==> config.mk <==
export PLATFORM = sky130hd
export DESIGN_NAME = bus_port
export DESIGN_NICKNAME = d
export VERILOG_FILES = /design/src/source/bus_port.sv
export SDC_FILE = /design/constraint.sdc
export NUM_CORES = 1
export LEC_CHECK = 0
export ABC_AREA = 1
export BUFFER_PORTS_ARGS = -buffer_cell sky130_fd_sc_hd__buf_2
export CAP_MARGIN = 20
export CELL_PAD_IN_SITES_DETAIL_PLACEMENT = 0
export CELL_PAD_IN_SITES_GLOBAL_PLACEMENT = 1
export CORE_MARGIN = 1
export CORE_UTILIZATION = 32
export DETAILED_ROUTE_END_ITERATION = 8
export PLACE_DENSITY_LB_ADDON = 0.1
export SLEW_MARGIN = 20
export SYNTH_ARGS = -nofsm -noshare
export SYNTH_HDL_FRONTEND = slang
export SYNTH_SLANG_ARGS = --single-unit
==> constraint.sdc <==
create_clock -name clk -period 3.18 [get_ports clk]
set_clock_uncertainty 0.1 [all_clocks]
set_input_delay 0.477 -clock clk [delete_from_list [all_inputs] [get_ports clk]]
set_output_delay 0.477 -clock clk [all_outputs]
set_load 0.01 [all_outputs]
==> src/source/bus_port.sv <==
// bus_port: four-phase req/ack master with read-data capture and done pulse
module bus_port #(
  parameter int DATA_W = 32
) (
  input  logic              clk,
  input  logic              reset,
  input  logic              start,
  output logic              req,
  input  logic              ack,
  input  logic [DATA_W-1:0] rdata_in,
  output logic [DATA_W-1:0] rdata,
  output logic              done
);

  typedef enum logic [1:0] {bp_idle, bp_wait_ack, bp_wait_release} bp_state_e;

  bp_state_e state;

  always_ff @(posedge clk) begin
    if (reset) begin
      state <= bp_idle;
      done  <= 1'b0;
    end else begin
      done <= 1'b0;  // single-cycle pulse
      case (state)
        bp_idle:         if (start) state <= bp_wait_ack;
        bp_wait_ack:     if (ack) state <= bp_wait_release;
        bp_wait_release: if (!ack) begin
          state <= bp_idle;
          done  <= 1'b1;
        end
        default:         state <= bp_idle;
      endcase
    end
  end

  always_ff @(posedge clk) begin
    if (state == bp_wait_ack && ack) rdata <= rdata_in;  // capture with ack
  end

  assign req = (state == bp_wait_ack);

  a_start_idle : assert property (@(posedge clk) disable iff (reset) start |-> state == bp_idle)
    else $error("start while port busy");
  a_req_hold : assert property (@(posedge clk) disable iff (reset) $fell(req) |-> $past(ack))
    else $error("req dropped before ack");

endmodule

==> flow_metrics.tcl <==
set metrics [dict create \
    p_leak_uw 0.000663 \
    rsz0062_at_grt "false" \
    crit_type "reg -> reg" \
    switching_power_uw 167 \
    setup_viol 0 \
    port_buffers 69 \
    cts_made_buffers 5 \
    start_kind "register" \
    grt_start_max_net_pins 18 \
    dr.pass1.iters 4 \
    r2r_start "state[0]" \
    die_area_mm2 0.00364 \
    cp.depth 3 \
    root_buffer "clkbuf_4" \
    timing.final.crit_share_pct 57.3 \
    fillers 289 \
    ys_seq_elements 35 \
    n_antenna_cell 0 \
    nets 162 \
    worst_hold_slack_ps 226 \
    clock-sinks 35 \
    synthCells 49 \
    maxCapViolCount 0 \
    clk_pin_slew_ps 90 \
    grt_pass1_vias 583 \
    hold_buffers 0 \
    slew-limit-headroom_pct 52.4 \
    stdcell_count 170 \
    tritoncts "yes" \
    fmax_mhz 548 \
    crit_family "simple AND/OR/NAND/NOR gates" \
    power_frac_clock_pct 25.9 \
    crit_path_end_kind "register" \
    die_h_um 60.3 \
    fp-row-count 20 \
    grt_overflow 0 \
    post_cts_resized 0 \
    core_mm2 0.00313 \
    cts_max_level 2 \
    clkLatencyLatePin_ps 320 \
    antenna_found_initial 0 \
    grt_pass1_wl_um 2760 \
    slowest_delay_ps 560 \
    path_cells "nand2_1 > nor2_2 > buf_4" \
    finalWirelength_um 2010 \
    switching_share_pct 20.9 \
    num_io_pins 70 \
    finalMaxSlewViolations 0 \
    yosys.area.top_type "edfxtp_1" \
    synth_top_area_share_pct 88.3 \
    min_path_type "in -> reg" \
    fin_util_pct 49.4 \
    hpwl_um 1530 \
    drive_above_1_share_pct 63.5 \
    rrSetupSlack_ps 1360 \
    crit_fanout 17 \
    p_per_area_mw_per_mm2 516 \
    worstRegToRegCells 3 \
    status "finished clean" \
    avgSynthCellArea_um2 22.2 \
    tightest_slew_ps 713 \
    syn2layout_area_growth_pct 42.0 \
    layout_min_cycle_time_ps 1820 \
    yosysWarnings 0 \
    viasPerCell 3.95 \
    critical_path_arrival_ps 1740 \
    drtIter0Drc 14 \
    ys_seq_area_share_pct 93.8 \
    dp.cells 163 \
    comb_power_share_pct 7.8 \
    required_ps 3100 \
    vias 672 \
    p_int_uw 630 \
    initial_core_util_pct 34.8 \
    tns_ps 0 \
    drtAntennaViolNets 0 \
    track_usage_pct 11.7 \
    syn-num-nets 85 \
    gp_congestion 0.628 \
    clock_path_buffers 2 \
    cp_num_buf_inv 1 \
    ys_types 9 \
    drc 0 \
    r2r-end "rdata[23]" \
    ir_drop_uv 272 \
    min_from "rdata_in[17]" \
    chipWidth_um 60.3 \
    hold_depth 1 \
    post_drt_wl_per_cell_um 11.8 \
    seqPwrFrac_pct 66.3 \
    syn_area_mm2 0.00109 \
    hold_viol 0 \
    post_cts_buffers 0 \
    worstHoldEndpoint "rdata[17]" \
    slowest_stage "nor2_2" \
    synthTopCellsByArea "edfxtp_1 88%, dfxtp_1 5.5%, inv_1 1.4%, nand2_1 1.0%, nor2_1 1.0%" \
]
## worst max-delay path by stage
stage / start / end
4_1_cts: state[0] / rdata[22]
2_1_floorplan: ack / rdata[0]
3_3_place_gp: ack / rdata[22]
3_5_place_dp: ack / rdata[22]
5_1_grt: state[0] / rdata[8]
6_report: state[0] / rdata[23]
## metal layers
layer / global-route usage (%) / routed length, um
met5: 0 / 0
met4: 8.97 / 53
met3: 5.19 / 225
met2: 15.9 / 878
met1: 14.6 / 855
## cell families after synthesis
family / share of synthesized area (%)
simple gates: 4.02
buf+inv: 1.38
flops: 93.8
compound gates: 0.805
## synth_stat cells
cell,number
nand3_1,1
inv_1,4
nor3_2,1
nand2_2,1
nand2_1,3
nor2_1,3
a21oi_2,1
dfxtp_1,3
edfxtp_1,32
## metrics by stage
stage	total power, uW	area, um2	setup WS [ps]
after detailed placement	602	1500	1120
final	797	1550	1360
after global placement	601	1500	1160
after CTS	809	1550	1320
after floorplan	561	1090	764
after global routing	835	1550	1230
## layout by cell type (no fill, tap or decap)
| cell type | n |
|---|---|
| buf_2 | 69 |
| edfxtp_1 | 32 |
| clkbuf_4 | 5 |
| inv_1 | 4 |
| nand2_1 | 3 |
| dfxtp_1 | 3 |
| nor2_1 | 2 |
| nor2_2 | 1 |
| nand2_2 | 1 |
| nor3_2 | 1 |
| a21oi_2 | 1 |
| nand3_1 | 1 |
| clkinv_2 | 1 |
| clkinv_1 | 1 |
| buf_4 | 1 |
## state kept, by name (all words and copies together), names as in the netlist
name / cells
done: 1
rdata: 32
state: 2
## power by group through the flow
stage	clock network (uW)	logic, uW	registers (uW)
floorplan	0	12.8	548
global placement	0	62.4	538
detailed placement	0	63.4	539
CTS	217	63.6	528
global route	236	69.2	530
finish	207	62.3	528
## cell type report
cell class	count	area, um2	area share, %
inverters	4	15.0	0.972
repair buffers	70	353	22.8
clock inverters	2	8.76	0.567
multi-input cells	10	55.1	3.56
flip-flops and latches	35	1020	66.1
well taps	44	55.1	3.56
clock buffers	5	37.5	2.43
Power figures use the tool's default switching activity.
