==> src/source/rv_pkg.sv <==
// rv_pkg: widths, value types, opcode constants, operation enum, decoded and memory-request structs
package rv_pkg;

  localparam int XLEN = 64;
  localparam int ILEN = 32;

  typedef logic [XLEN-1:0] xlen_t;  // register, data or address
  typedef logic [ILEN-1:0] inst_t;  // one instruction word
  typedef logic [4:0]      reg_idx_t;
  typedef logic [7:0]      strb_t;  // byte enables of one doubleword

  localparam xlen_t RESET_PC = 64'h0;

  // major opcodes, inst[6:0]
  localparam logic [6:0] OPC_LUI     = 7'b0110111;
  localparam logic [6:0] OPC_AUIPC   = 7'b0010111;
  localparam logic [6:0] OPC_JAL     = 7'b1101111;
  localparam logic [6:0] OPC_JALR    = 7'b1100111;
  localparam logic [6:0] OPC_BRANCH  = 7'b1100011;
  localparam logic [6:0] OPC_LOAD    = 7'b0000011;
  localparam logic [6:0] OPC_STORE   = 7'b0100011;
  localparam logic [6:0] OPC_OP_IMM  = 7'b0010011;
  localparam logic [6:0] OPC_OP_IMM32 = 7'b0011011;
  localparam logic [6:0] OPC_OP      = 7'b0110011;
  localparam logic [6:0] OPC_OP32    = 7'b0111011;
  localparam logic [6:0] OPC_SYSTEM  = 7'b1110011;

  localparam inst_t INST_EBREAK = 32'h00100073;  // the only system encoding taken

  typedef enum logic [4:0] {
    op_illegal, op_lui, op_auipc, op_jal, op_jalr, op_bne,
    op_lw, op_lbu, op_ld, op_sd,
    op_addi, op_sltiu, op_addiw, op_add, op_sub, op_addw, op_srai,
    op_ebreak
  } op_e;

  typedef struct packed {
    op_e        op;
    reg_idx_t   rd;
    reg_idx_t   rs1;
    reg_idx_t   rs2;
    xlen_t      imm;    // sign-extended, format already chosen
    logic [5:0] shamt;
  } decoded_t;

  typedef struct packed {
    xlen_t addr;   // doubleword aligned
    xlen_t wdata;
    strb_t wstrb;
    logic  write;
  } mem_req_t;

  typedef enum logic [2:0] {
    st_fetch, st_execute, st_memory, st_writeback, st_halt
  } ctrl_state_e;

endpackage

==> src/source/alu.sv <==
// alu: result computation, bne condition, jump targets and load/store addresses
module alu import rv_pkg::*; (
  input  decoded_t dec,
  input  xlen_t    pc,
  input  xlen_t    src1,
  input  xlen_t    src2,
  output xlen_t    result,
  output logic     taken,
  output xlen_t    mem_addr
);

  xlen_t       sum_imm;
  logic [31:0] word_sum;

  assign sum_imm  = src1 + dec.imm;
  // addw uses rs2, addiw the immediate
  assign word_sum = src1[31:0] + ((dec.op == op_addw) ? src2[31:0] : dec.imm[31:0]);

  always_comb begin
    case (dec.op)
      op_lui:             result = dec.imm;
      op_auipc:           result = pc + dec.imm;
      op_jal, op_jalr:    result = pc + 64'd4;  // link value
      op_addi:            result = sum_imm;
      op_sltiu:           result = {63'b0, src1 < dec.imm};  // unsigned compare
      op_addiw, op_addw:  result = {{32{word_sum[31]}}, word_sum};
      op_add:             result = src1 + src2;
      op_sub:             result = src1 - src2;
      op_srai:            result = $signed(src1) >>> dec.shamt;
      default:            result = '0;
    endcase
  end

  assign taken = (dec.op == op_bne) && (src1 != src2);

  // one address output serves both control transfer and memory
  always_comb begin
    case (dec.op)
      op_jal, op_bne: mem_addr = pc + dec.imm;
      op_jalr:        mem_addr = {sum_imm[63:1], 1'b0};
      default:        mem_addr = sum_imm;  // loads and sd
    endcase
  end

endmodule

==> config.mk <==
export PLATFORM = sky130hd
export DESIGN_NAME = alu
export DESIGN_NICKNAME = d
export VERILOG_FILES = /design/src/source/rv_pkg.sv /design/src/source/alu.sv
export SDC_FILE = /design/constraint.sdc
export NUM_CORES = 1
export LEC_CHECK = 0
export BUFFER_PORTS_ARGS = -buffer_cell sky130_fd_sc_hd__buf_2
export CAP_MARGIN = 20
export CELL_PAD_IN_SITES_DETAIL_PLACEMENT = 0
export CELL_PAD_IN_SITES_GLOBAL_PLACEMENT = 1
export CORE_MARGIN = 2
export CORE_UTILIZATION = 29
export DETAILED_ROUTE_END_ITERATION = 16
export GPL_TIMING_DRIVEN = 0
export PLACE_DENSITY_LB_ADDON = 0.1
export SYNTH_ARGS = -nofsm -noshare
export SYNTH_HDL_FRONTEND = slang
export SYNTH_SLANG_ARGS = --single-unit
==> constraint.sdc <==
create_clock -name vclk -period 6.1
set_clock_uncertainty 0.1 [all_clocks]
set_input_delay 0 -clock vclk [all_inputs]
set_output_delay 0 -clock vclk [all_outputs]
set_load 0.01 [all_outputs]
==> impl_summary.txt <==
----------------------------------------------------
[Run status]
  Outcome ... completed

[Layout]
  Layout overhead on the synthesized area ... 14.1%
  Number of sequential storage elements ... 0
  Number of nets in the finished design ... ~5400
  End-of-flow core utilization ... roughly a third
  Clock buffers ... 0
  Flip-flop and latch area ... 0 sq um
  Multi-input gate area in the final layout ... around 27000 sq um
  Filler Cells Inserted ... about 11000
  Fraction of layout cells with a size suffix above 1 ... 13.3%

[Drt]
  DRT Pass-1 Iters ... 6
  Final routed wirelength across all metal layers ... around 210000 microns
  Number of nets still failing antenna checks after routing ... 0
  Vias ... between 30000 and 40000
  Number of DRC violations after detailed routing ... 0
  Number of DRC markers after the initial detailed-route iteration ... roughly 4400
  Avg Vias per Cell ... roughly 6.4
  Post-detailed-route wirelength per cell ... around 35 microns

[Timing]
  Count of final max-slew check failures ... 0
  Top achievable clock speed ... roughly 0.17 GHz
  Setup violation total in the final timing report ... 0
  RSZ-0062 raised after global routing ... no
  Final Cycle Share ... around 95%
  Final hold violation count ... 0
  Slew headroom ... about 14%
  Transition time of the tightest slew-check pin ... about 1.3 ns
  Worst hold slack ... around 0.35 ns
  Final critical-path required period ... between 5 and 6 ns

[Floorplan]
  Core box area ... a little under 100000 sq um
  Die footprint ... ~100000 sq um
  Initial Utilization ... a little under 30%
  IO Pins ... a little over 400
  Width of the die ... about 320 microns
  Std-Cell Rows ... 115
  Die extent in y ... between 300 and 400 microns

[Run]
  Max-cap violations ... 0

[Placement]
  Port Buf Inserts ... around 390
  Placer Congestion ... roughly 1.1
  HPWL after detailed placement ... 185000 microns

[Global routing]
  Pin count of the biggest net entering global routing ... 12
  GR Overflow Total ... 0
  Number of antenna violations at the first check in global routing ... 24
  Via count of the first global-routing pass ... approximately 37000
  Wire length of the first global-routing pass ... 289000 microns
  GRT Resource Usage Total ... 39.9%

[Synth]
  Top post-synthesis cells by area ... ha_1, a21oi_1, nand2_1, xnor2_1, mux4_2
  Post-Synthesis Net Count ... approximately 5000
  Most common cell in the netlist ... a21oi_1
  Post-Synthesis Cells ... ~4400
  Most area-hungry cell type in the Yosys netlist ... ha_1
  Warnings from Yosys ... 0
  Area of the mapped netlist ... ~29000 sq um
  Syn avg cell area ... around 6.6 sq um
  Most frequent cells after synthesis ... a21oi_1, nand2_1, nor2_1, ha_1, inv_1
  Cell variety after synth ... between 90 and 100
  Area share of the largest cell type after synthesis ... ~15%
  Sequential element share of the synthesized area ... 0%

[Worst setup path]
  Critical Path Sink Type ... output pin
  Element type at the critical path start ... primary input
  Classification of the worst setup path ... in -> out
  Crit path DAT ... ~5.7 ns
  Peak fanout along the critical path ... 10
  Critical path data required time ... roughly 6.0 ns

[Hold path]
  Number of cells traversed by the worst hold path ... 4
  Class of the most critical hold timing path ... in -> out

----------------------------------------------------
## worst max-delay path, stage by stage
cell,delay (ns)
clkbuf_1,0.27
nand3b_1,0.33
nor2_4,0.37
clkbuf_2,0.30
nand2_1,0.08
o21ai_0,0.15
ha_1,0.32
a211oi_1,0.33
o211ai_1,0.19
a221oi_2,0.46
a31oi_1,0.26
a31oi_2,0.30
mux2i_2,0.50
clkbuf_2,0.39
o2111ai_1,0.36
a221oi_2,0.50
o211ai_1,0.31
buf_2,0.25
## stage by stage
stage / instances / worst slack, ns / instance area (sq um) / TNS [ns]
2_1_floorplan: 4357 / 1.88 / 28800 / 0
3_3_place_gp: 6035 / -1.21 / 32300 / -34.16
3_5_place_dp: 6064 / -1.14 / 32700 / -18.64
4_1_cts: 6065 / 0.0608 / 32700 / 0
5_1_grt: 6070 / 0.0905 / 32800 / 0
6_report: 6076 / 0.289 / 32800 / 0
## cells in the final DEF (no fill, tap or decap), drive strengths merged, types with 69 or more instances in the layout
master / count
o21ai: 305
a21oi: 502
mux4: 69
nor4: 77
ha: 355
mux2i: 107
clkbuf: 194
nor3: 84
xnor2: 179
inv: 297
buf: 490
nor2: 382
nand2: 434
nand3: 100
nand4: 92
## per-layer routing
layer	vias to the layer above	GRT usage, %	part of all wire (%)
met3	530	5.27	7.3
li1	17200	-	-
met2	2082	63.5	44
met5	-	0	0.029
met1	18800	49.7	40
met4	8	27.8	8.6
## final timing paths
check,start,endpoint,slack [ns]
setup / recovery,dec[89],result[45],0.29
hold / removal,pc[1],result[1],0.35
## final cells by class
| cell class | count | area share (%) |
|---|---|---|
| inverters | 297 | 3.40 |
| diodes | 8 | 0.0610 |
| plain buffers | 261 | 3.21 |
| well taps | 1287 | 4.91 |
| multi-input cells | 3799 | 81.3 |
| repair buffers | 424 | 7.14 |
## cells by family after synthesis
family	Yosys count	share of synthesized area (%)
simple gates	1420	23.6
fa+ha+maj	360	15.8
xor+xnor	247	7.52
buf+inv	558	7.51
compound gates	1569	35.4
mux	203	10.2
## repair_timing
item / in CTS / in global routing
hold buffers: 0 / 0
buffers inserted: 1 / 0
gates resized for setup: 8 / 11
pin swaps: 0 / 0
setup endpoints to repair: 30 / 13
