--- config.mk ---
export PLATFORM = sky130hd
export DESIGN_NAME = reg_file
export DESIGN_NICKNAME = d
export VERILOG_FILES = /design/src/source/rv_pkg.sv /design/src/source/reg_file.sv
export SDC_FILE = /design/constraint.sdc
export NUM_CORES = 2
export LEC_CHECK = 0
export BUFFER_PORTS_ARGS = -buffer_cell sky130_fd_sc_hd__buf_2
export CAP_MARGIN = 40
export CELL_PAD_IN_SITES_DETAIL_PLACEMENT = 1
export CELL_PAD_IN_SITES_GLOBAL_PLACEMENT = 1
export CORE_ASPECT_RATIO = 2
export CORE_MARGIN = 8
export CORE_UTILIZATION = 31
export CTS_CLUSTER_DIAMETER = 60
export DETAILED_ROUTE_END_ITERATION = 16
export PLACE_DENSITY_LB_ADDON = 0.3
export SETUP_SLACK_MARGIN = 0.5
export SYNTH_ARGS = -nofsm -noshare
export SYNTH_HDL_FRONTEND = slang
export SYNTH_SLANG_ARGS = --single-unit
--- constraint.sdc ---
create_clock -name clk -period 5.26 [get_ports clk]
set_input_delay 0.263 -clock clk [delete_from_list [all_inputs] [get_ports clk]]
set_output_delay 0.263 -clock clk [all_outputs]
set_load 0.05 [all_outputs]
--- src/source/rv_pkg.sv ---
// rv_pkg: widths, value types, opcode constants, operation enum, decoded and memory-request structs
package rv_pkg;

  localparam int XLEN = 64;
  localparam int ILEN = 32;

  typedef logic [XLEN-1:0] xlen_t;  // register, data or address
  typedef logic [ILEN-1:0] inst_t;  // one instruction word
  typedef logic [4:0]      reg_idx_t;
  typedef logic [7:0]      strb_t;  // byte enables of one doubleword

  localparam xlen_t RESET_PC = 64'h0;

  // major opcodes, inst[6:0]
  localparam logic [6:0] OPC_LUI     = 7'b0110111;
  localparam logic [6:0] OPC_AUIPC   = 7'b0010111;
  localparam logic [6:0] OPC_JAL     = 7'b1101111;
  localparam logic [6:0] OPC_JALR    = 7'b1100111;
  localparam logic [6:0] OPC_BRANCH  = 7'b1100011;
  localparam logic [6:0] OPC_LOAD    = 7'b0000011;
  localparam logic [6:0] OPC_STORE   = 7'b0100011;
  localparam logic [6:0] OPC_OP_IMM  = 7'b0010011;
  localparam logic [6:0] OPC_OP_IMM32 = 7'b0011011;
  localparam logic [6:0] OPC_OP      = 7'b0110011;
  localparam logic [6:0] OPC_OP32    = 7'b0111011;
  localparam logic [6:0] OPC_SYSTEM  = 7'b1110011;

  localparam inst_t INST_EBREAK = 32'h00100073;  // the only system encoding taken

  typedef enum logic [4:0] {
    op_illegal, op_lui, op_auipc, op_jal, op_jalr, op_bne,
    op_lw, op_lbu, op_ld, op_sd,
    op_addi, op_sltiu, op_addiw, op_add, op_sub, op_addw, op_srai,
    op_ebreak
  } op_e;

  typedef struct packed {
    op_e        op;
    reg_idx_t   rd;
    reg_idx_t   rs1;
    reg_idx_t   rs2;
    xlen_t      imm;    // sign-extended, format already chosen
    logic [5:0] shamt;
  } decoded_t;

  typedef struct packed {
    xlen_t addr;   // doubleword aligned
    xlen_t wdata;
    strb_t wstrb;
    logic  write;
  } mem_req_t;

  typedef enum logic [2:0] {
    st_fetch, st_execute, st_memory, st_writeback, st_halt
  } ctrl_state_e;

endpackage

--- src/source/reg_file.sv ---
// reg_file: 31 writable 64-bit registers, two combinational read ports, one write port
module reg_file import rv_pkg::*; (
  input  logic     clk,
  input  logic     reset,
  input  reg_idx_t rs1,
  input  reg_idx_t rs2,
  output xlen_t    rs1_data,
  output xlen_t    rs2_data,
  input  logic     we,
  input  reg_idx_t rd,
  input  xlen_t    rd_data
);

  xlen_t regs [1:31];  // x0 has no storage

  always_ff @(posedge clk) begin
    if (reset) begin
      for (int i = 1; i < 32; i++) begin
        regs[i] <= '0;
      end
    end else if (we && rd != '0) begin
      regs[rd] <= rd_data;
    end
  end

  assign rs1_data = (rs1 == '0) ? '0 : regs[rs1];
  assign rs2_data = (rs2 == '0) ? '0 : regs[rs2];

  // the controller is expected to filter x0 writes itself
  a_no_x0_write : assert property (@(posedge clk) disable iff (reset) !(we && rd == '0))
    else $error("register write enabled with rd = x0");

endmodule

==> impl_metrics.json <==
{
  "grt_pass1_wl_um": 635000,
  "gp_congestion": 0.824,
  "grt_util_all_layers": 0.247,
  "slew_headroom": 0.312,
  "cts_buffers": 222,
  "sw_frac_of_total": 0.274,
  "syn_to_final_growth_pct": 14.8,
  "synthTopCellsByArea": "edfxtp_1 (57%), mux4_2 (19%), and2_1 (11%)",
  "final_layout_size_suffix_gt1_frac": 0.267,
  "grt_max_degree": 94,
  "drv_cap": 0,
  "first_pass_iters": 6,
  "cp.required_ns": 5.00,
  "cp.arrival_ns": 3.81,
  "path_clk_slew_ns": 0.06,
  "min_period_ns": 4.08,
  "fin_setup_tns_ns": 0,
  "cp_slowest_cell": "a221oi_1",
  "ant_nets": 0,
  "p_int_mw": 29.7,
  "h-tree-depth": 4,
  "first_iter_violations": 10300,
  "syn_area_um2": 108000,
  "clockRootBuffer": "clkbuf_16",
  "start_kind": "register",
  "path_delay_family": "compound AO/OA/AOI/OAI gates",
  "die_h_um": 852,
  "max_stage_delay_ns": 0.75,
  "postCtsSetupBuffers": 0,
  "num-nets-final": 7248,
  "synth_top_area_cell": "edfxtp_1",
  "critPathBufInv": 2,
  "p_clk_frac": 0.384,
  "setup_viol": 0,
  "yosysUniqueCellTypes": 43,
  "cts_tree": "yes",
  "async_flop_share": 0,
  "core-area_um2": 348000,
  "powerDensity_nw_per_um2": 329,
  "io-pin-count": 210,
  "start_util": 0.311,
  "busiest_layer": "met2",
  "power_switching_mw": 11.2,
  "largest_register_ffs": 2048,
  "synthCells": 7055,
  "crit_top_cell": "a221oi_1",
  "wl_per_cell_um": 39.3,
  "fmaxAchievable_mhz": 245,
  "stdcell_count": 12000,
  "place_hpwl_um": 284000,
  "first_global_vias": 72800,
  "synth.most_common_cell": "edfxtp_1",
  "wl_um": 472000,
  "syn_avg_cell_area_um2": 15.3,
  "cts_hold_buffers": 64,
  "reg.largest.list": "regs: 2048 flops",
  "cts_resized": 0,
  "hold_violations": 0,
  "fin_util": 0.357,
  "met3_usage": 0.0500,
  "antenna_found_initial": 105,
  "seqPwrFrac": 0.472,
  "endpoint_kind": "primary output",
  "cts.sinks": 2048,
  "critPathKind": "reg -> out",
  "yosysWarnings": 0,
  "synth_common_cells": "edfxtp_1 (2,048), and2_1 (1,986), mux4_2 (906)",
  "crit_fanout": 2,
  "max_flop_register": "regs",
  "status": "finished clean",
  "hp-class": "in -> reg",
  "die_area_um2": 370000,
  "worst_pin_slew_ns": 1.03,
  "die_w_um": 434,
  "synth_edf_count": 2048,
  "crit_chain": "mux2_2 > a221oi_1 > nor3_1 > a211oi_1 > a221oi_1 > buf_4 > buf_2",
  "clockBufferDepth": 4,
  "ys.flop_type": "edfxtp_1",
  "leakagePower_nw": 42.7,
  "max-vdd-ir-drop_mv": 0.262,
  "final_area_um2": 124000,
  "place_inst": 11500,
  "post-route-period-util": 0.775,
  "rsz0062_at_grt": "no",
  "drc_errors": 0,
  "port_buffers": 209,
  "grt_use_met1": 0.324,
  "yosysSeqAreaShare": 0.568,
  "grt_overflow_total": 0,
  "viasPerCell": 6.01,
  "synth_top_area_share": 0.568,
  "drv_slew": 0,
  "grtUsageMet2": 0.404,
  "ys_seq_elements": 2048,
  "rows": 307,
  "post_dp_cell_area_um2": 117000,
  "vias": 72200,
  "p_comb_frac": 0.144
}
==> final cells by class <==
class | count | area, um^2
inverter | 2 | 12.5
sequential | 2048 | 61500
tap | 4635 | 5800
timing repair buffer | 613 | 5850
clock inverter | 130 | 1120
multi-input combinational | 4279 | 44000
clock buffer | 260 | 5800
antenna | 51 | 128
fill | 35400 | 224000
==> per-layer routing <==
metal | wire length [um] | part of all wire
met1 | 179000 | 0.38
met2 | 224000 | 0.47
met3 | 48000 | 0.10
met4 | 20800 | 0.044
met5 | 142 | 0.00030
==> through the flow <==
| stage | hold WS (ns) | power (mW) | setup slack, ns |
|---|---|---|---|
| global route | 0.246 | 41.8 | 1.22 |
| CTS | 0.207 | 41.1 | 1.26 |
| floorplan | 0.362 | 22.9 | 1.24 |
| global placement | 0.773 | 25.3 | 0.518 |
| finish | 0.272 | 40.9 | 1.18 |
| detailed placement | 0.774 | 25.4 | 1.32 |
==> power by group through the flow <==
stage / logic (mW) / clock network (mW) / registers [mW]
2_1_floorplan: 3.44 / 0 / 19.5
3_3_place_gp: 5.71 / 0 / 19.6
3_5_place_dp: 5.79 / 0 / 19.6
4_1_cts: 5.87 / 15.9 / 19.3
5_1_grt: 6.05 / 16.4 / 19.4
6_report: 5.91 / 15.7 / 19.3
==> placed cells by master, fill, tap and decap left out, types with 82 or more instances in the layout <==
cell       synthesis  layout
edfxtp_1        2048    2048
and2_1          1986    1985
mux4_2           906     906
mux2i_1          365     365
clkbuf_16          0     227
buf_4             40     223
buf_2            103     202
mux2_2           120     120
nand2_1          109     106
o22ai_1          100     100
buf_12             0      82
==> final timing paths <==
| check | startpoint | endpoint | depth (start not counted) |
|---|---|---|---|
| setup / recovery | regs[5][3] | rs1_data[3] | 7 |
| hold / removal | rd[1] | regs[31][17] | 5 |
==> cells by family (layout without fill, tap and decap cells) <==
group	after synthesis	in the layout	share of synthesized area
compound gates	540	540	0.0375
buf+inv	791	1005	0.0317
flops	2048	2048	0.568
mux	1391	1391	0.235
other cells	1	115	0.0000346
simple gates	2284	2284	0.128
No activity file was read; power rests on OpenSTA's default activity.
