`config.mk`:
```
export PLATFORM = sky130hd
export DESIGN_NAME = inst_decode
export DESIGN_NICKNAME = d
export VERILOG_FILES = /design/src/source/rv_pkg.sv /design/src/source/inst_decode.sv
export SDC_FILE = /design/constraint.sdc
export NUM_CORES = 1
export LEC_CHECK = 0
export CAP_MARGIN = 10
export CORE_MARGIN = 5
export CORE_UTILIZATION = 45
export DETAILED_ROUTE_END_ITERATION = 12
export DONT_BUFFER_PORTS = 1
export GPL_TIMING_DRIVEN = 0
export PLACE_DENSITY = 0.56
export SYNTH_ARGS = -nofsm -noshare
export SYNTH_HDL_FRONTEND = slang
export SYNTH_SLANG_ARGS = --single-unit
export TNS_END_PERCENT = 10
```
`constraint.sdc`:
```
create_clock -name vclk -period 7.3
set_input_delay 0.73 -clock vclk [all_inputs]
set_output_delay 0.73 -clock vclk [all_outputs]
set_load 0.01 [all_outputs]
```
`src/source/rv_pkg.sv`:
```
// rv_pkg: widths, value types, opcode constants, operation enum, decoded and memory-request structs
package rv_pkg;

  localparam int XLEN = 64;
  localparam int ILEN = 32;

  typedef logic [XLEN-1:0] xlen_t;  // register, data or address
  typedef logic [ILEN-1:0] inst_t;  // one instruction word
  typedef logic [4:0]      reg_idx_t;
  typedef logic [7:0]      strb_t;  // byte enables of one doubleword

  localparam xlen_t RESET_PC = 64'h0;

  // major opcodes, inst[6:0]
  localparam logic [6:0] OPC_LUI     = 7'b0110111;
  localparam logic [6:0] OPC_AUIPC   = 7'b0010111;
  localparam logic [6:0] OPC_JAL     = 7'b1101111;
  localparam logic [6:0] OPC_JALR    = 7'b1100111;
  localparam logic [6:0] OPC_BRANCH  = 7'b1100011;
  localparam logic [6:0] OPC_LOAD    = 7'b0000011;
  localparam logic [6:0] OPC_STORE   = 7'b0100011;
  localparam logic [6:0] OPC_OP_IMM  = 7'b0010011;
  localparam logic [6:0] OPC_OP_IMM32 = 7'b0011011;
  localparam logic [6:0] OPC_OP      = 7'b0110011;
  localparam logic [6:0] OPC_OP32    = 7'b0111011;
  localparam logic [6:0] OPC_SYSTEM  = 7'b1110011;

  localparam inst_t INST_EBREAK = 32'h00100073;  // the only system encoding taken

  typedef enum logic [4:0] {
    op_illegal, op_lui, op_auipc, op_jal, op_jalr, op_bne,
    op_lw, op_lbu, op_ld, op_sd,
    op_addi, op_sltiu, op_addiw, op_add, op_sub, op_addw, op_srai,
    op_ebreak
  } op_e;

  typedef struct packed {
    op_e        op;
    reg_idx_t   rd;
    reg_idx_t   rs1;
    reg_idx_t   rs2;
    xlen_t      imm;    // sign-extended, format already chosen
    logic [5:0] shamt;
  } decoded_t;

  typedef struct packed {
    xlen_t addr;   // doubleword aligned
    xlen_t wdata;
    strb_t wstrb;
    logic  write;
  } mem_req_t;

  typedef enum logic [2:0] {
    st_fetch, st_execute, st_memory, st_writeback, st_halt
  } ctrl_state_e;

endpackage

```
`src/source/inst_decode.sv`:
```
// inst_decode: combinational RV64 decoder for the supported subset, immediates and register fields
module inst_decode import rv_pkg::*; (
  input  inst_t    inst,
  output decoded_t dec
);

  logic [6:0] opcode;
  logic [2:0] funct3;
  logic [6:0] funct7;
  xlen_t      imm_i;
  xlen_t      imm_s;
  xlen_t      imm_b;
  xlen_t      imm_u;
  xlen_t      imm_j;

  assign opcode = inst[6:0];
  assign funct3 = inst[14:12];
  assign funct7 = inst[31:25];

  // every format extends from bit 31
  assign imm_i = {{52{inst[31]}}, inst[31:20]};
  assign imm_s = {{52{inst[31]}}, inst[31:25], inst[11:7]};
  assign imm_b = {{51{inst[31]}}, inst[31], inst[7], inst[30:25], inst[11:8], 1'b0};
  assign imm_u = {{32{inst[31]}}, inst[31:12], 12'b0};
  assign imm_j = {{43{inst[31]}}, inst[31], inst[19:12], inst[20], inst[30:21], 1'b0};

  always_comb begin
    dec       = '0;
    dec.op    = op_illegal;
    dec.rd    = inst[11:7];
    dec.rs1   = inst[19:15];
    dec.rs2   = inst[24:20];
    dec.shamt = inst[25:20];
    case (opcode)
      OPC_LUI: begin
        dec.op  = op_lui;
        dec.imm = imm_u;
      end
      OPC_AUIPC: begin
        dec.op  = op_auipc;
        dec.imm = imm_u;
      end
      OPC_JAL: begin
        dec.op  = op_jal;
        dec.imm = imm_j;
      end
      OPC_JALR: begin
        if (funct3 == 3'b000) dec.op = op_jalr;
        dec.imm = imm_i;
      end
      OPC_BRANCH: begin
        if (funct3 == 3'b001) dec.op = op_bne;  // only bne
        dec.imm = imm_b;
      end
      OPC_LOAD: begin
        case (funct3)
          3'b010:  dec.op = op_lw;
          3'b100:  dec.op = op_lbu;
          3'b011:  dec.op = op_ld;
          default: dec.op = op_illegal;
        endcase
        dec.imm = imm_i;
      end
      OPC_STORE: begin
        if (funct3 == 3'b011) dec.op = op_sd;  // only sd
        dec.imm = imm_s;
      end
      OPC_OP_IMM: begin
        if (funct3 == 3'b000) dec.op = op_addi;
        if (funct3 == 3'b011) dec.op = op_sltiu;
        if (funct3 == 3'b101 && funct7[6:1] == 6'b010000) dec.op = op_srai;  // shamt[5] in funct7[0]
        dec.imm = imm_i;
      end
      OPC_OP_IMM32: begin
        if (funct3 == 3'b000) dec.op = op_addiw;
        dec.imm = imm_i;
      end
      OPC_OP: begin
        if ({funct7, funct3} == 10'b0000000_000) dec.op = op_add;
        if ({funct7, funct3} == 10'b0100000_000) dec.op = op_sub;
      end
      OPC_OP32: begin
        if ({funct7, funct3} == 10'b0000000_000) dec.op = op_addw;
      end
      OPC_SYSTEM: begin
        if (inst == INST_EBREAK) dec.op = op_ebreak;  // whole word must match
      end
      default: dec.op = op_illegal;
    endcase
  end

endmodule

```
==> flow_metrics.py <==
metrics = {
    "layout": {
        "mostFrequentLayoutCells": "buf_4 (53), nand2_1 (23), a21oi_1 (10)",
        "layout-drive-gt1-share_pct": 37.4,
        "flops_and_latches": 0,
        "multi_input_area_um2": 872,
        "final_cell_area_um2": 1440,
        "ff_latch_area_um2": 0,
        "final_common_cell": "buf_4",
        "antenna_cells": 0,
        "clkbuf_count": 0,
        "nets": 240,
        "utilization_pct": 48.1,
        "syn2layout_area_growth_pct": 4.34,
        "fillers": 313,
    },
    "sta": {
        "fin_crit_sh_pct": 42.9,
        "slew_viol_final": 0,
        "setup_tns_ns": 0,
        "rsz0062_at_grt": "no",
        "hold_ws_ns": 1.50,
        "worst_pin_slew_ns": 0.565,
        "min_period_ns": 3.13,
        "slew_headroom_pct": 61.8,
        "setup_violations": 0,
        "fmax_mhz": 319,
        "hold_violations": 0,
    },
    "global_routing": {
        "overflow": 0,
        "grt_pass1_vias": 1357,
        "grt_usage_pct": 18.3,
        "antenna_found_initial": 0,
        "grt_pass1_wl_um": 6460,
        "grt_max_degree": 28,
    },
    "critical_path": {
        "criticalPathCategory": "in2out",
        "crit_arrival_ns": 2.40,
        "cp-start-kind": "input port",
        "cp.required_ns": 6.57,
        "end_kind": "output port",
        "crit_fanout": 27,
    },
    "power_and_ir_drop": {
        "p_int_uw": 26.2,
        "vdd_drop_max_uv": 20.5,
        "combinationalPowerShare_pct": 100.0,
        "powerDensity_nw_per_um2": 39.6,
        "clockPowerShare_pct": 0,
        "pwr-share-seq_pct": 0,
        "power_switching_uw": 31.0,
        "power_uw": 57.2,
        "switching_share_pct": 54.2,
        "p_leak_nw": 0.653,
    },
    "run": {
        "drv_cap": 0,
    },
    "logic_synthesis": {
        "yosysWarnings": 0,
        "synthCells": 205,
        "yosysUniqueCellTypes": 56,
        "ys_seq_area_share_pct": 0,
        "syn_area_per_cell_um2": 6.75,
        "netlist_area_um2": 1380,
        "synth_nets": 237,
    },
    "routing": {
        "wl_per_cell_um": 18.2,
        "routed_wl_um": 4360,
        "vias_per_cell": 5.95,
        "antenna_left": 0,
        "drc": 0,
        "first_iter_violations": 42,
        "vias": 1422,
        "first_pass_iters": 4,
    },
    "die": {
        "die_w_um": 65.5,
        "core-area_um2": 3000,
        "design.die.area_um2": 4280,
        "fp.dieH_um": 65.5,
        "ioPinCount": 122,
        "std_cell_rows": 20,
        "initial_core_util_pct": 46.1,
    },
    "place": {
        "finalWeightedCongestion": 0.871,
        "io_buffers": 0,
        "dp_hpwl_um": 3620,
        "dpl-instance-area_um2": 1440,
    },
    "hold_path": {
        "hp-start": "inst[28]",
        "min_to": "dec[89]",
        "min_delay_path_depth": 1,
        "hp-class": "in2out",
    },
    "cts": {
        "holdBufCountCts": 0,
        "postCtsSetupBuffers": 0,
        "cts_resized": 0,
    },
    "outcome": {
        "status": "finished clean",
    },
}
==> cells in the mapped netlist, drive strengths merged (2+ instances only) <==
master | number | area [µm²]
buf | 60 | 464
nand3b | 2 | 15.0
nor2 | 7 | 26.3
nor3 | 6 | 35.0
o21ai | 14 | 70.1
or2 | 2 | 12.5
a22o | 4 | 35.0
nand3 | 6 | 30.0
nand4 | 4 | 25.0
nor4 | 3 | 33.8
and3 | 4 | 26.3
nand2 | 23 | 86.3
clkbuf | 6 | 36.3
nand4b | 3 | 26.3
or4 | 2 | 15.0
and3b | 2 | 17.5
xor2 | 3 | 26.3
o221ai | 3 | 26.3
nand2b | 3 | 18.8
or3b | 2 | 17.5
a21oi | 13 | 80.1
nor2b | 7 | 43.8
inv | 4 | 15.0
==> cell families (layout without fill, tap and decap cells) <==
logic type             Yosys count  count (layout)  synth area share [%]
AO/OA/AOI/OAI                   47              47                  23.7
XOR/XNOR                         4               4                  2.53
buffers and inverters           70              71                  37.3
AND/OR/NAND/NOR                 84              84                  36.5
==> per-layer routing <==
layer	vias up	wire length (µm)	global-route usage (%)
li1	692	-	-
met1	664	1760	24.1
met2	64	2160	32.1
met3	2	408	2.91
met4	0	29	1.81
met5	-	0	0
==> worst max-delay path: stages <==
cell,delay [ns]
nor2b_1,0.14
o41ai_1,0.48
a21oi_4,0.18
buf_6,0.18
a21oi_2,0.30
buf_8,0.23
buf_4,0.15
==> layout make-up <==
class | count | area share, %
inverters | 4 | 1.04
multi-input cells | 135 | 60.4
well taps | 33 | 2.86
plain buffers | 66 | 34.7
repair buffers | 1 | 1.04
==> metrics by stage <==
stage / setup WS, ns / cells
floorplan: 3.32 / 205
global placement: 3.04 / 238
detailed placement: 4.17 / 239
CTS: 4.16 / 239
global route: 4.01 / 239
finish: 4.17 / 239
==> power groups by stage <==
| stage | sequential [mW] | combinational [mW] | clock [mW] |
|---|---|---|---|
| after floorplan | 0 | 0.0495 | 0 |
| after global placement | 0 | 0.0572 | 0 |
| after detailed placement | 0 | 0.0575 | 0 |
| after CTS | 0 | 0.0576 | 0 |
| after global routing | 0 | 0.0616 | 0 |
| final | 0 | 0.0572 | 0 |
==> worst max-delay path by stage <==
stage / from / endpoint / slack, ns / cells after the start
global placement: inst[3] / dec[40] / 3.04 / 6
finish: inst[3] / dec[54] / 4.17 / 7
detailed placement: inst[3] / dec[54] / 4.17 / 7
floorplan: inst[3] / dec[38] / 3.32 / 6
global route: inst[3] / dec[58] / 4.01 / 7
CTS: inst[3] / dec[54] / 4.16 / 7
No activity file was read; power rests on OpenSTA's default activity.
