===== src/source/rv_pkg.sv =====
// rv_pkg: widths, value types, opcode constants, operation enum, decoded and memory-request structs
package rv_pkg;

  localparam int XLEN = 64;
  localparam int ILEN = 32;

  typedef logic [XLEN-1:0] xlen_t;  // register, data or address
  typedef logic [ILEN-1:0] inst_t;  // one instruction word
  typedef logic [4:0]      reg_idx_t;
  typedef logic [7:0]      strb_t;  // byte enables of one doubleword

  localparam xlen_t RESET_PC = 64'h0;

  // major opcodes, inst[6:0]
  localparam logic [6:0] OPC_LUI     = 7'b0110111;
  localparam logic [6:0] OPC_AUIPC   = 7'b0010111;
  localparam logic [6:0] OPC_JAL     = 7'b1101111;
  localparam logic [6:0] OPC_JALR    = 7'b1100111;
  localparam logic [6:0] OPC_BRANCH  = 7'b1100011;
  localparam logic [6:0] OPC_LOAD    = 7'b0000011;
  localparam logic [6:0] OPC_STORE   = 7'b0100011;
  localparam logic [6:0] OPC_OP_IMM  = 7'b0010011;
  localparam logic [6:0] OPC_OP_IMM32 = 7'b0011011;
  localparam logic [6:0] OPC_OP      = 7'b0110011;
  localparam logic [6:0] OPC_OP32    = 7'b0111011;
  localparam logic [6:0] OPC_SYSTEM  = 7'b1110011;

  localparam inst_t INST_EBREAK = 32'h00100073;  // the only system encoding taken

  typedef enum logic [4:0] {
    op_illegal, op_lui, op_auipc, op_jal, op_jalr, op_bne,
    op_lw, op_lbu, op_ld, op_sd,
    op_addi, op_sltiu, op_addiw, op_add, op_sub, op_addw, op_srai,
    op_ebreak
  } op_e;

  typedef struct packed {
    op_e        op;
    reg_idx_t   rd;
    reg_idx_t   rs1;
    reg_idx_t   rs2;
    xlen_t      imm;    // sign-extended, format already chosen
    logic [5:0] shamt;
  } decoded_t;

  typedef struct packed {
    xlen_t addr;   // doubleword aligned
    xlen_t wdata;
    strb_t wstrb;
    logic  write;
  } mem_req_t;

  typedef enum logic [2:0] {
    st_fetch, st_execute, st_memory, st_writeback, st_halt
  } ctrl_state_e;

endpackage


===== src/source/core_ctrl.sv =====
// core_ctrl: pc, instruction register, multi-cycle FSM, load alignment, store command, write-back
module core_ctrl import rv_pkg::*; (
  input  logic     clk,
  input  logic     reset,
  input  decoded_t dec,
  input  xlen_t    alu_result,
  input  xlen_t    alu_addr,
  input  logic     taken,
  input  xlen_t    rs2_data,
  output inst_t    inst,
  output xlen_t    pc,
  output logic     fetch_start,
  input  logic     fetch_done,
  input  inst_t    fetch_data,
  output logic     mem_start,
  output mem_req_t mem_cmd,
  input  logic     mem_done,
  input  xlen_t    mem_data,
  output logic     rf_we,
  output reg_idx_t rf_rd,
  output xlen_t    rf_wdata,
  output logic     halted,
  output logic     illegal
);

  ctrl_state_e state;
  logic        is_load;
  logic        is_mem;
  xlen_t       load_shifted;
  xlen_t       load_value;
  xlen_t       next_pc;

  assign is_load = (dec.op == op_lw) || (dec.op == op_lbu) || (dec.op == op_ld);
  assign is_mem  = is_load || (dec.op == op_sd);

  // bring the addressed word or byte down to bit 0
  assign load_shifted = mem_data >> {alu_addr[2:0], 3'b000};

  always_comb begin
    case (dec.op)
      op_lw:   load_value = {{32{load_shifted[31]}}, load_shifted[31:0]};
      op_lbu:  load_value = {56'b0, load_shifted[7:0]};
      default: load_value = mem_data;  // ld
    endcase
  end

  assign next_pc = (dec.op == op_jal || dec.op == op_jalr || taken) ? alu_addr : pc + 64'd4;

  assign rf_rd    = dec.rd;
  assign rf_wdata = is_load ? load_value : alu_result;
  assign rf_we    = (state == st_writeback) && dec.op != op_bne && dec.op != op_sd &&
                    dec.rd != '0;  // x0 never written

  always_ff @(posedge clk) begin
    if (reset) begin
      state       <= st_fetch;
      pc          <= RESET_PC;
      fetch_start <= 1'b1;  // first fetch starts right out of reset
      mem_start   <= 1'b0;
      halted      <= 1'b0;
      illegal     <= 1'b0;
    end else begin
      fetch_start <= 1'b0;
      mem_start   <= 1'b0;
      case (state)
        st_fetch: if (fetch_done) begin
          inst  <= fetch_data;
          state <= st_execute;
        end
        st_execute: begin
          if (dec.op == op_ebreak || dec.op == op_illegal) begin
            state   <= st_halt;
            halted  <= 1'b1;
            illegal <= (dec.op == op_illegal);
          end else if (is_mem) begin
            state     <= st_memory;
            mem_start <= 1'b1;
          end else begin
            state <= st_writeback;
          end
        end
        st_memory: if (mem_done) state <= st_writeback;
        st_writeback: begin
          pc          <= next_pc;
          state       <= st_fetch;
          fetch_start <= 1'b1;
        end
        default: state <= st_halt;  // halt holds forever
      endcase
    end
  end

  // store command, held while the data port is busy
  always_ff @(posedge clk) begin
    if (state == st_execute && is_mem) begin
      mem_cmd.addr  <= {alu_addr[63:3], 3'b000};
      mem_cmd.wdata <= rs2_data;
      mem_cmd.wstrb <= (dec.op == op_sd) ? 8'hff : 8'h00;
      mem_cmd.write <= (dec.op == op_sd);
    end
  end

  a_mem_only_ldst : assert property (@(posedge clk) disable iff (reset)
    mem_start |-> is_mem && state == st_memory)
    else $error("data access issued for a non-memory op");

endmodule


===== config.mk =====
export PLATFORM = sky130hd
export DESIGN_NAME = core_ctrl
export DESIGN_NICKNAME = d
export VERILOG_FILES = /design/src/source/rv_pkg.sv /design/src/source/core_ctrl.sv
export SDC_FILE = /design/constraint.sdc
export NUM_CORES = 1
export LEC_CHECK = 0
export ABC_CLOCK_PERIOD_IN_PS = 10760
export BUFFER_PORTS_ARGS = -buffer_cell sky130_fd_sc_hd__buf_2
export CORE_AREA = 2 2 265 267
export CTS_CLUSTER_SIZE = 16
export DETAILED_ROUTE_END_ITERATION = 10
export DIE_AREA = 0 0 267 269
export HOLD_SLACK_MARGIN = 0.1
export MAX_ROUTING_LAYER = met4
export SLEW_MARGIN = 20
export SYNTH_ARGS = -nofsm -noshare
export SYNTH_HDL_FRONTEND = slang
export SYNTH_SLANG_ARGS = --single-unit

===== constraint.sdc =====
create_clock -name clk -period 10.76 [get_ports clk]
set_input_delay 0 -clock clk [delete_from_list [all_inputs] [get_ports clk]]
set_output_delay 0 -clock clk [all_outputs]
set_load 0.05 [all_outputs]

==> impl_metrics.py, run 1 <==
metrics = {
    "sta": {
        "tightest_slew_ps": 1044,
        "hold_slack_ps": 130.8,
        "finClkSkew_ps": 28.21,
        "setup_violations": 0,
        "period_share_pct": 32.49,
        "fmax_ghz": 0.2860,
        "hold_viol_final": 0,
        "min_period_ps": 3496,
        "rsz0062_at_grt": "no",
        "finalSetupTns_ps": 0,
        "slew_headroom_pct": 30.39,
        "drv_slew": 0,
    },
    "floorplan": {
        "initial_core_util_pct": 17.27,
        "dieArea_sq_um": 71820,
        "coreArea_sq_um": 69300,
        "die_y_um": 269,
        "dieWidth_um": 267,
        "ios": 690,
        "num_rows": 97,
    },
    "cts": {
        "numClockSinks": 229,
        "clk-insertion-delay-late_ps": 600,
        "numCtsBuffers": 29,
        "clkTransAtPathRegs_ps": 60,
        "cts_tree": "done",
        "cts_root_buf": "clkbuf_16",
        "clk_path_buf_depth": 3,
        "postCtsSetupBuffers": 0,
        "htreeDepth": 1,
        "cts_resized": 0,
    },
    "power_and_ir_drop": {
        "power_mw": 2.459,
        "power-per-cell-area_nw_per_um2": 129.3,
        "ir_worst_vdd_mv": 0.1153,
        "power_leakage_nw": 7.532,
    },
    "run": {
        "maxCapViolations": 0,
    },
    "routing": {
        "vias": 13320,
        "drtIter0Drc": 800,
        "wl_per_cell_um": 21.24,
        "drc": 0,
        "drtPass1Iterations": 7,
        "wirelength_um": 62800,
        "avgViaCountPerCell": 4.505,
        "drt.antenna.violating_nets": 0,
    },
    "place": {
        "port_buffers": 606,
        "gp_congestion": 0.9452,
        "dpl.hpwl_um": 46870,
        "place_area_sq_um": 15870,
    },
    "finish": {
        "final_nets": 2367,
        "fin_area_sq_um": 19020,
        "fin_util_pct": 27.44,
        "layout_commonest_cell": "buf_2",
        "area_growth_syn_to_layout_pct": 58.94,
        "final_cell_mix": "buf_2 (606), dlygate4sd3_1 (221), edfxtp_1 (158)",
        "drive_above_1_share_pct": 35.98,
    },
    "global_routing": {
        "grt_pass1_vias": 12610,
        "grt_pass1_wl_um": 86800,
        "antenna_found_initial": 16,
        "grtUsageTotal_pct": 16.90,
        "overflow": 0,
        "grt_start_max_net_pins": 128,
    },
    "min_path": {
        "hold_depth": 2,
        "hold_class": "primary input to flip-flop",
    },
    "critical_path": {
        "end_kind": "primary output",
        "arrival_ps": 3500,
        "worstPathRequired_ps": 10760,
        "worstSetupPathType": "primary input to primary output",
        "ff2ff_path_depth": 7,
        "start_kind": "primary input",
        "cp_max_fo": 37,
    },
    "yosys": {
        "syn_avg_cell_area_sq_um": 9.880,
        "synth_cells": 1211,
        "synth_edf_count": 158,
        "synth_warnings": 0,
        "ys_seq_area_share_pct": 51.53,
        "ys.flop_type": "edfxtp_1",
        "ys_types": 70,
        "syn_area_sq_um": 11970,
        "async_flop_share_pct": 0,
        "ys_ff_latch": 229,
    },
    "run_status": {
        "status": "finished clean",
    },
}
[final cells by class]
| type | count | area [sq um] |
|---|---|---|
| antenna | 13 | 32.53 |
| clock buffer | 32 | 737.0 |
| clock inverter | 20 | 161.4 |
| fill | 7411 | 50280 |
| inverter | 18 | 67.56 |
| multi-input combinational | 863 | 5294 |
| sequential | 229 | 6166 |
| tap | 940 | 1176 |
| timing repair buffer | 842 | 5383 |
[where the power goes]
group	internal (mW)	switching (mW)	leakage (nW)
logic	0.179	0.342	5.09
registers	0.969	0.0175	2.01
clock network	0.522	0.430	0.436
[cell usage after synthesis (6+ instances only)]
cell type | n | area share [%]
o21ai_0 | 43 | 1.8
o22ai_1 | 25 | 1.3
o21a_1 | 8 | 0.50
buf_4 | 19 | 1.2
clkbuf_1 | 60 | 1.9
o32ai_1 | 8 | 0.59
and2_1 | 6 | 0.31
nor3_1 | 40 | 1.7
or4_1 | 10 | 0.63
nand3_1 | 43 | 1.8
nand2b_1 | 6 | 0.31
nand2_1 | 132 | 4.1
mux4_2 | 16 | 3.0
nor2_1 | 125 | 3.9
a221oi_1 | 15 | 1.1
nand4_1 | 29 | 1.5
buf_2 | 20 | 0.84
a21o_1 | 7 | 0.44
mux2_2 | 20 | 1.9
nand3b_1 | 7 | 0.44
inv_1 | 17 | 0.53
and3_1 | 29 | 1.5
a31oi_1 | 25 | 1.3
nor4_1 | 22 | 1.2
edfxtp_1 | 158 | 40
o211ai_1 | 23 | 1.4
a21oi_1 | 105 | 4.4
or3_1 | 13 | 0.68
a22oi_1 | 13 | 0.82
dfxtp_1 | 71 | 12
mux2i_1 | 29 | 2.4
[kinds of logic after synthesis]
family          count (synthesis)  synth area share (%)
mux                            65                 7.320
simple gates                  491                 20.36
buf+inv                       121                 4.674
xor+xnor                        7                0.5124
other cells                     1               0.03134
flops                         229                 51.53
compound gates                296                 15.47
fa+ha+maj                       1                0.1046
[layer usage]
layer  part of all wire, %  GRT usage [%]  up-vias
li1                      -              -     6147
met1                    37          18.31     6362
met2                    49          29.32      697
met3                   8.5          3.890      116
met4                   5.0          7.941        0
met5                     0              -        -
[worst max-delay path: stages]
cell           delay [ps]
dlygate4sd3_1         520
buf_2                  90
buf_4                 380
clkinv_1              670
nor2_1                780
nand2_1               150
o211ai_1              130
o211ai_1              130
a31oi_1               290
buf_2                 340
[path summary, 6_finish.rpt]
path	start	to	slack, ps
worst min register to register	pc[1]	pc[1]	470
worst max-delay path	alu_addr[1]	rf_wdata[9]	7260
worst max register to register	pc[2]	pc[56]	7880
worst min-delay path	rs2_data[59]	mem_cmd[68]	130
[sequential cells by signal, summed over array words and instances (netlist names)]
register,cells
pc,64
mem_cmd,126
state,3
fetch_start,1
illegal,1
inst,32
mem_start,1
halted,1
[per-stage QoR]
| step | setup slack [ps] | std cells |
|---|---|---|
| after floorplan | 3182 | 1213 |
| after global placement | 7831 | 2671 |
| after detailed placement | 7811 | 2671 |
| after CTS | 7264 | 2941 |
| after global routing | 7187 | 2955 |
| final | 7264 | 2957 |
[repair_timing]
action | CTS | global route
endpoints found under the setup margin | 0 | 0
endpoints found under the hold margin | 229 | 3
hold buffers | 218 | 3
Power figures use the tool's default switching activity.
==> run 2, diff against run 1 <==
--- a/config.mk
+++ b/config.mk
@@ -5,7 +5,7 @@
 export SDC_FILE = /design/constraint.sdc
 export NUM_CORES = 1
 export LEC_CHECK = 0
-export ABC_CLOCK_PERIOD_IN_PS = 10760
+export ABC_CLOCK_PERIOD_IN_PS = 3590
 export BUFFER_PORTS_ARGS = -buffer_cell sky130_fd_sc_hd__buf_2
 export CORE_AREA = 2 2 265 267
 export CTS_CLUSTER_SIZE = 16
==> constraint.sdc (replaced) <==
create_clock -name clk -period 3.59 [get_ports clk]
set_input_delay 0 -clock clk [delete_from_list [all_inputs] [get_ports clk]]
set_output_delay 0 -clock clk [all_outputs]
set_load 0.05 [all_outputs]
==> impl_metrics.py, run 2 (synthesized netlist as in run 1, its figures left out) <==
metrics = {
    "run_status": {
        "status": "finished clean",
    },
    "routing": {
        "drtPass1Iterations": 5,
        "drtIter0Drc": 839,
        "drc": 0,
        "wl_per_cell_um": 20.20,
        "wirelength_um": 59240,
        "avgViaCountPerCell": 4.475,
        "drt.antenna.violating_nets": 0,
        "vias": 13120,
    },
    "place": {
        "place_area_sq_um": 16050,
        "dp_slack_ps": 839.3,
        "gp_congestion": 0.9690,
        "dp_cells": 2690,
        "port_buffers": 606,
        "dpl.hpwl_um": 45180,
    },
    "floorplan": {
        "dieArea_sq_um": 71820,
        "initial_core_util_pct": 17.27,
        "coreArea_sq_um": 69300,
        "die_y_um": 269,
        "dieWidth_um": 267,
        "num_rows": 97,
        "ios": 690,
    },
    "sta": {
        "period_share_pct": 77.03,
        "slew_headroom_pct": 29.68,
        "hold_slack_ps": 140.0,
        "rsz0062_at_grt": "no",
        "min_period_ps": 2765,
        "drv_slew": 0,
        "hold_viol_final": 0,
        "fin_ws_ps": 824.8,
        "fmax_ghz": 0.3616,
        "finalSetupTns_ps": 0,
        "finClkSkew_ps": 33.75,
        "setup_violations": 0,
        "tightest_slew_ps": 1052,
    },
    "power_and_ir_drop": {
        "ir_worst_vdd_mv": 0.3080,
        "power-per-cell-area_nw_per_um2": 396.5,
        "power_leakage_nw": 7.509,
        "power_mw": 7.478,
    },
    "cts": {
        "cts_resized": 0,
        "clkTransAtPathRegs_ps": 60,
        "htreeDepth": 1,
        "numCtsBuffers": 28,
        "cts_root_buf": "clkbuf_16",
        "clk-insertion-delay-late_ps": 590,
        "cts_tree": "done",
        "numClockSinks": 229,
        "clk_path_buf_depth": 3,
    },
    "critical_path": {
        "start_kind": "flip-flop",
        "end_kind": "flip-flop",
        "arrival_ps": 3210,
        "cp_max_fo": 8,
        "worstPathRequired_ps": 4040,
        "worstSetupPathType": "flip-flop to flip-flop",
    },
    "finish": {
        "stdcell_count": 2932,
        "drive_above_1_share_pct": 37.43,
        "final_nets": 2347,
        "final_cell_mix": "buf_2 (606), dlygate4sd3_1 (183), edfxtp_1 (158)",
        "largest_register_ffs": 126,
        "regMostFlops": "mem_cmd",
        "area_growth_syn_to_layout_pct": 57.61,
        "largest_registers": "mem_cmd x126, pc x64, inst x32",
        "layout_commonest_cell": "buf_2",
        "fin_util_pct": 27.21,
        "fin_area_sq_um": 18860,
    },
    "min_path": {
        "hold_class": "primary input to flip-flop",
    },
    "global_routing": {
        "grt_pass1_wl_um": 83130,
        "grtUsageTotal_pct": 15.91,
        "antenna_found_initial": 8,
        "grt_pass1_vias": 12720,
        "grt_start_max_net_pins": 80,
        "overflow": 0,
    },
    "run": {
        "maxCapViolations": 0,
    },
}
==> run 2: cell count changes in the layout (fill, tap and decap cells not counted), sizes merged <==
cell         change
clkbuf           +3
dlygate4sd3     -38
bufinv           +3
inv              -1
buf             +19
clkinv           -5
diode            -6
==> run 2: final timing paths <==
check               startpoint          end  slack [ps]  depth (start not counted)
setup / recovery         pc[3]       pc[44]         820                          7
hold / removal    alu_addr[17]  mem_cmd[90]         140                          2
setup reg to reg         pc[3]       pc[44]         820                          7
hold reg to reg         halted       halted         460                          2
==> run 2: what timing repair did <==
| action | CTS | global route |
|---|---|---|
| endpoints found under the hold margin | 227 | 0 |
| hold buffers | 183 | 0 |
| setup buffers | 0 | 0 |
==> run 2: power breakdown <==
| part | switching (mW) | internal [mW] |
|---|---|---|
| sequential | 0.0515 | 2.90 |
| combinational | 1.01 | 0.517 |
| clock | 1.24 | 1.76 |
| total | 2.30 | 5.18 |
==> run 2: worst max-delay path, cell delays in order, from the launching register on <==
cell     delay, ps
dfxtp_1        390
ha_1           260
nand4_1        290
nor3_1         600
nand4_1        490
and2_1         320
o21ai_0        170
o21ai_0        100
==> run 2: layout make-up <==
type	instances	area (sq um)
fill	7322	50440
sequential	229	6166
multi-input combinational	863	5305
timing repair buffer	823	5170
tap	940	1176
clock buffer	35	737.0
clock inverter	17	219.0
inverter	18	67.56
antenna	7	17.52
==> run 2: per-layer routing <==
layer	part of all wire, %	up-vias	track usage [%]
li1	-	6098	-
met1	38	6249	17.70
met2	50	674	28.10
met3	7.8	99	3.087
met4	3.7	0	6.089
met5	0	-	-
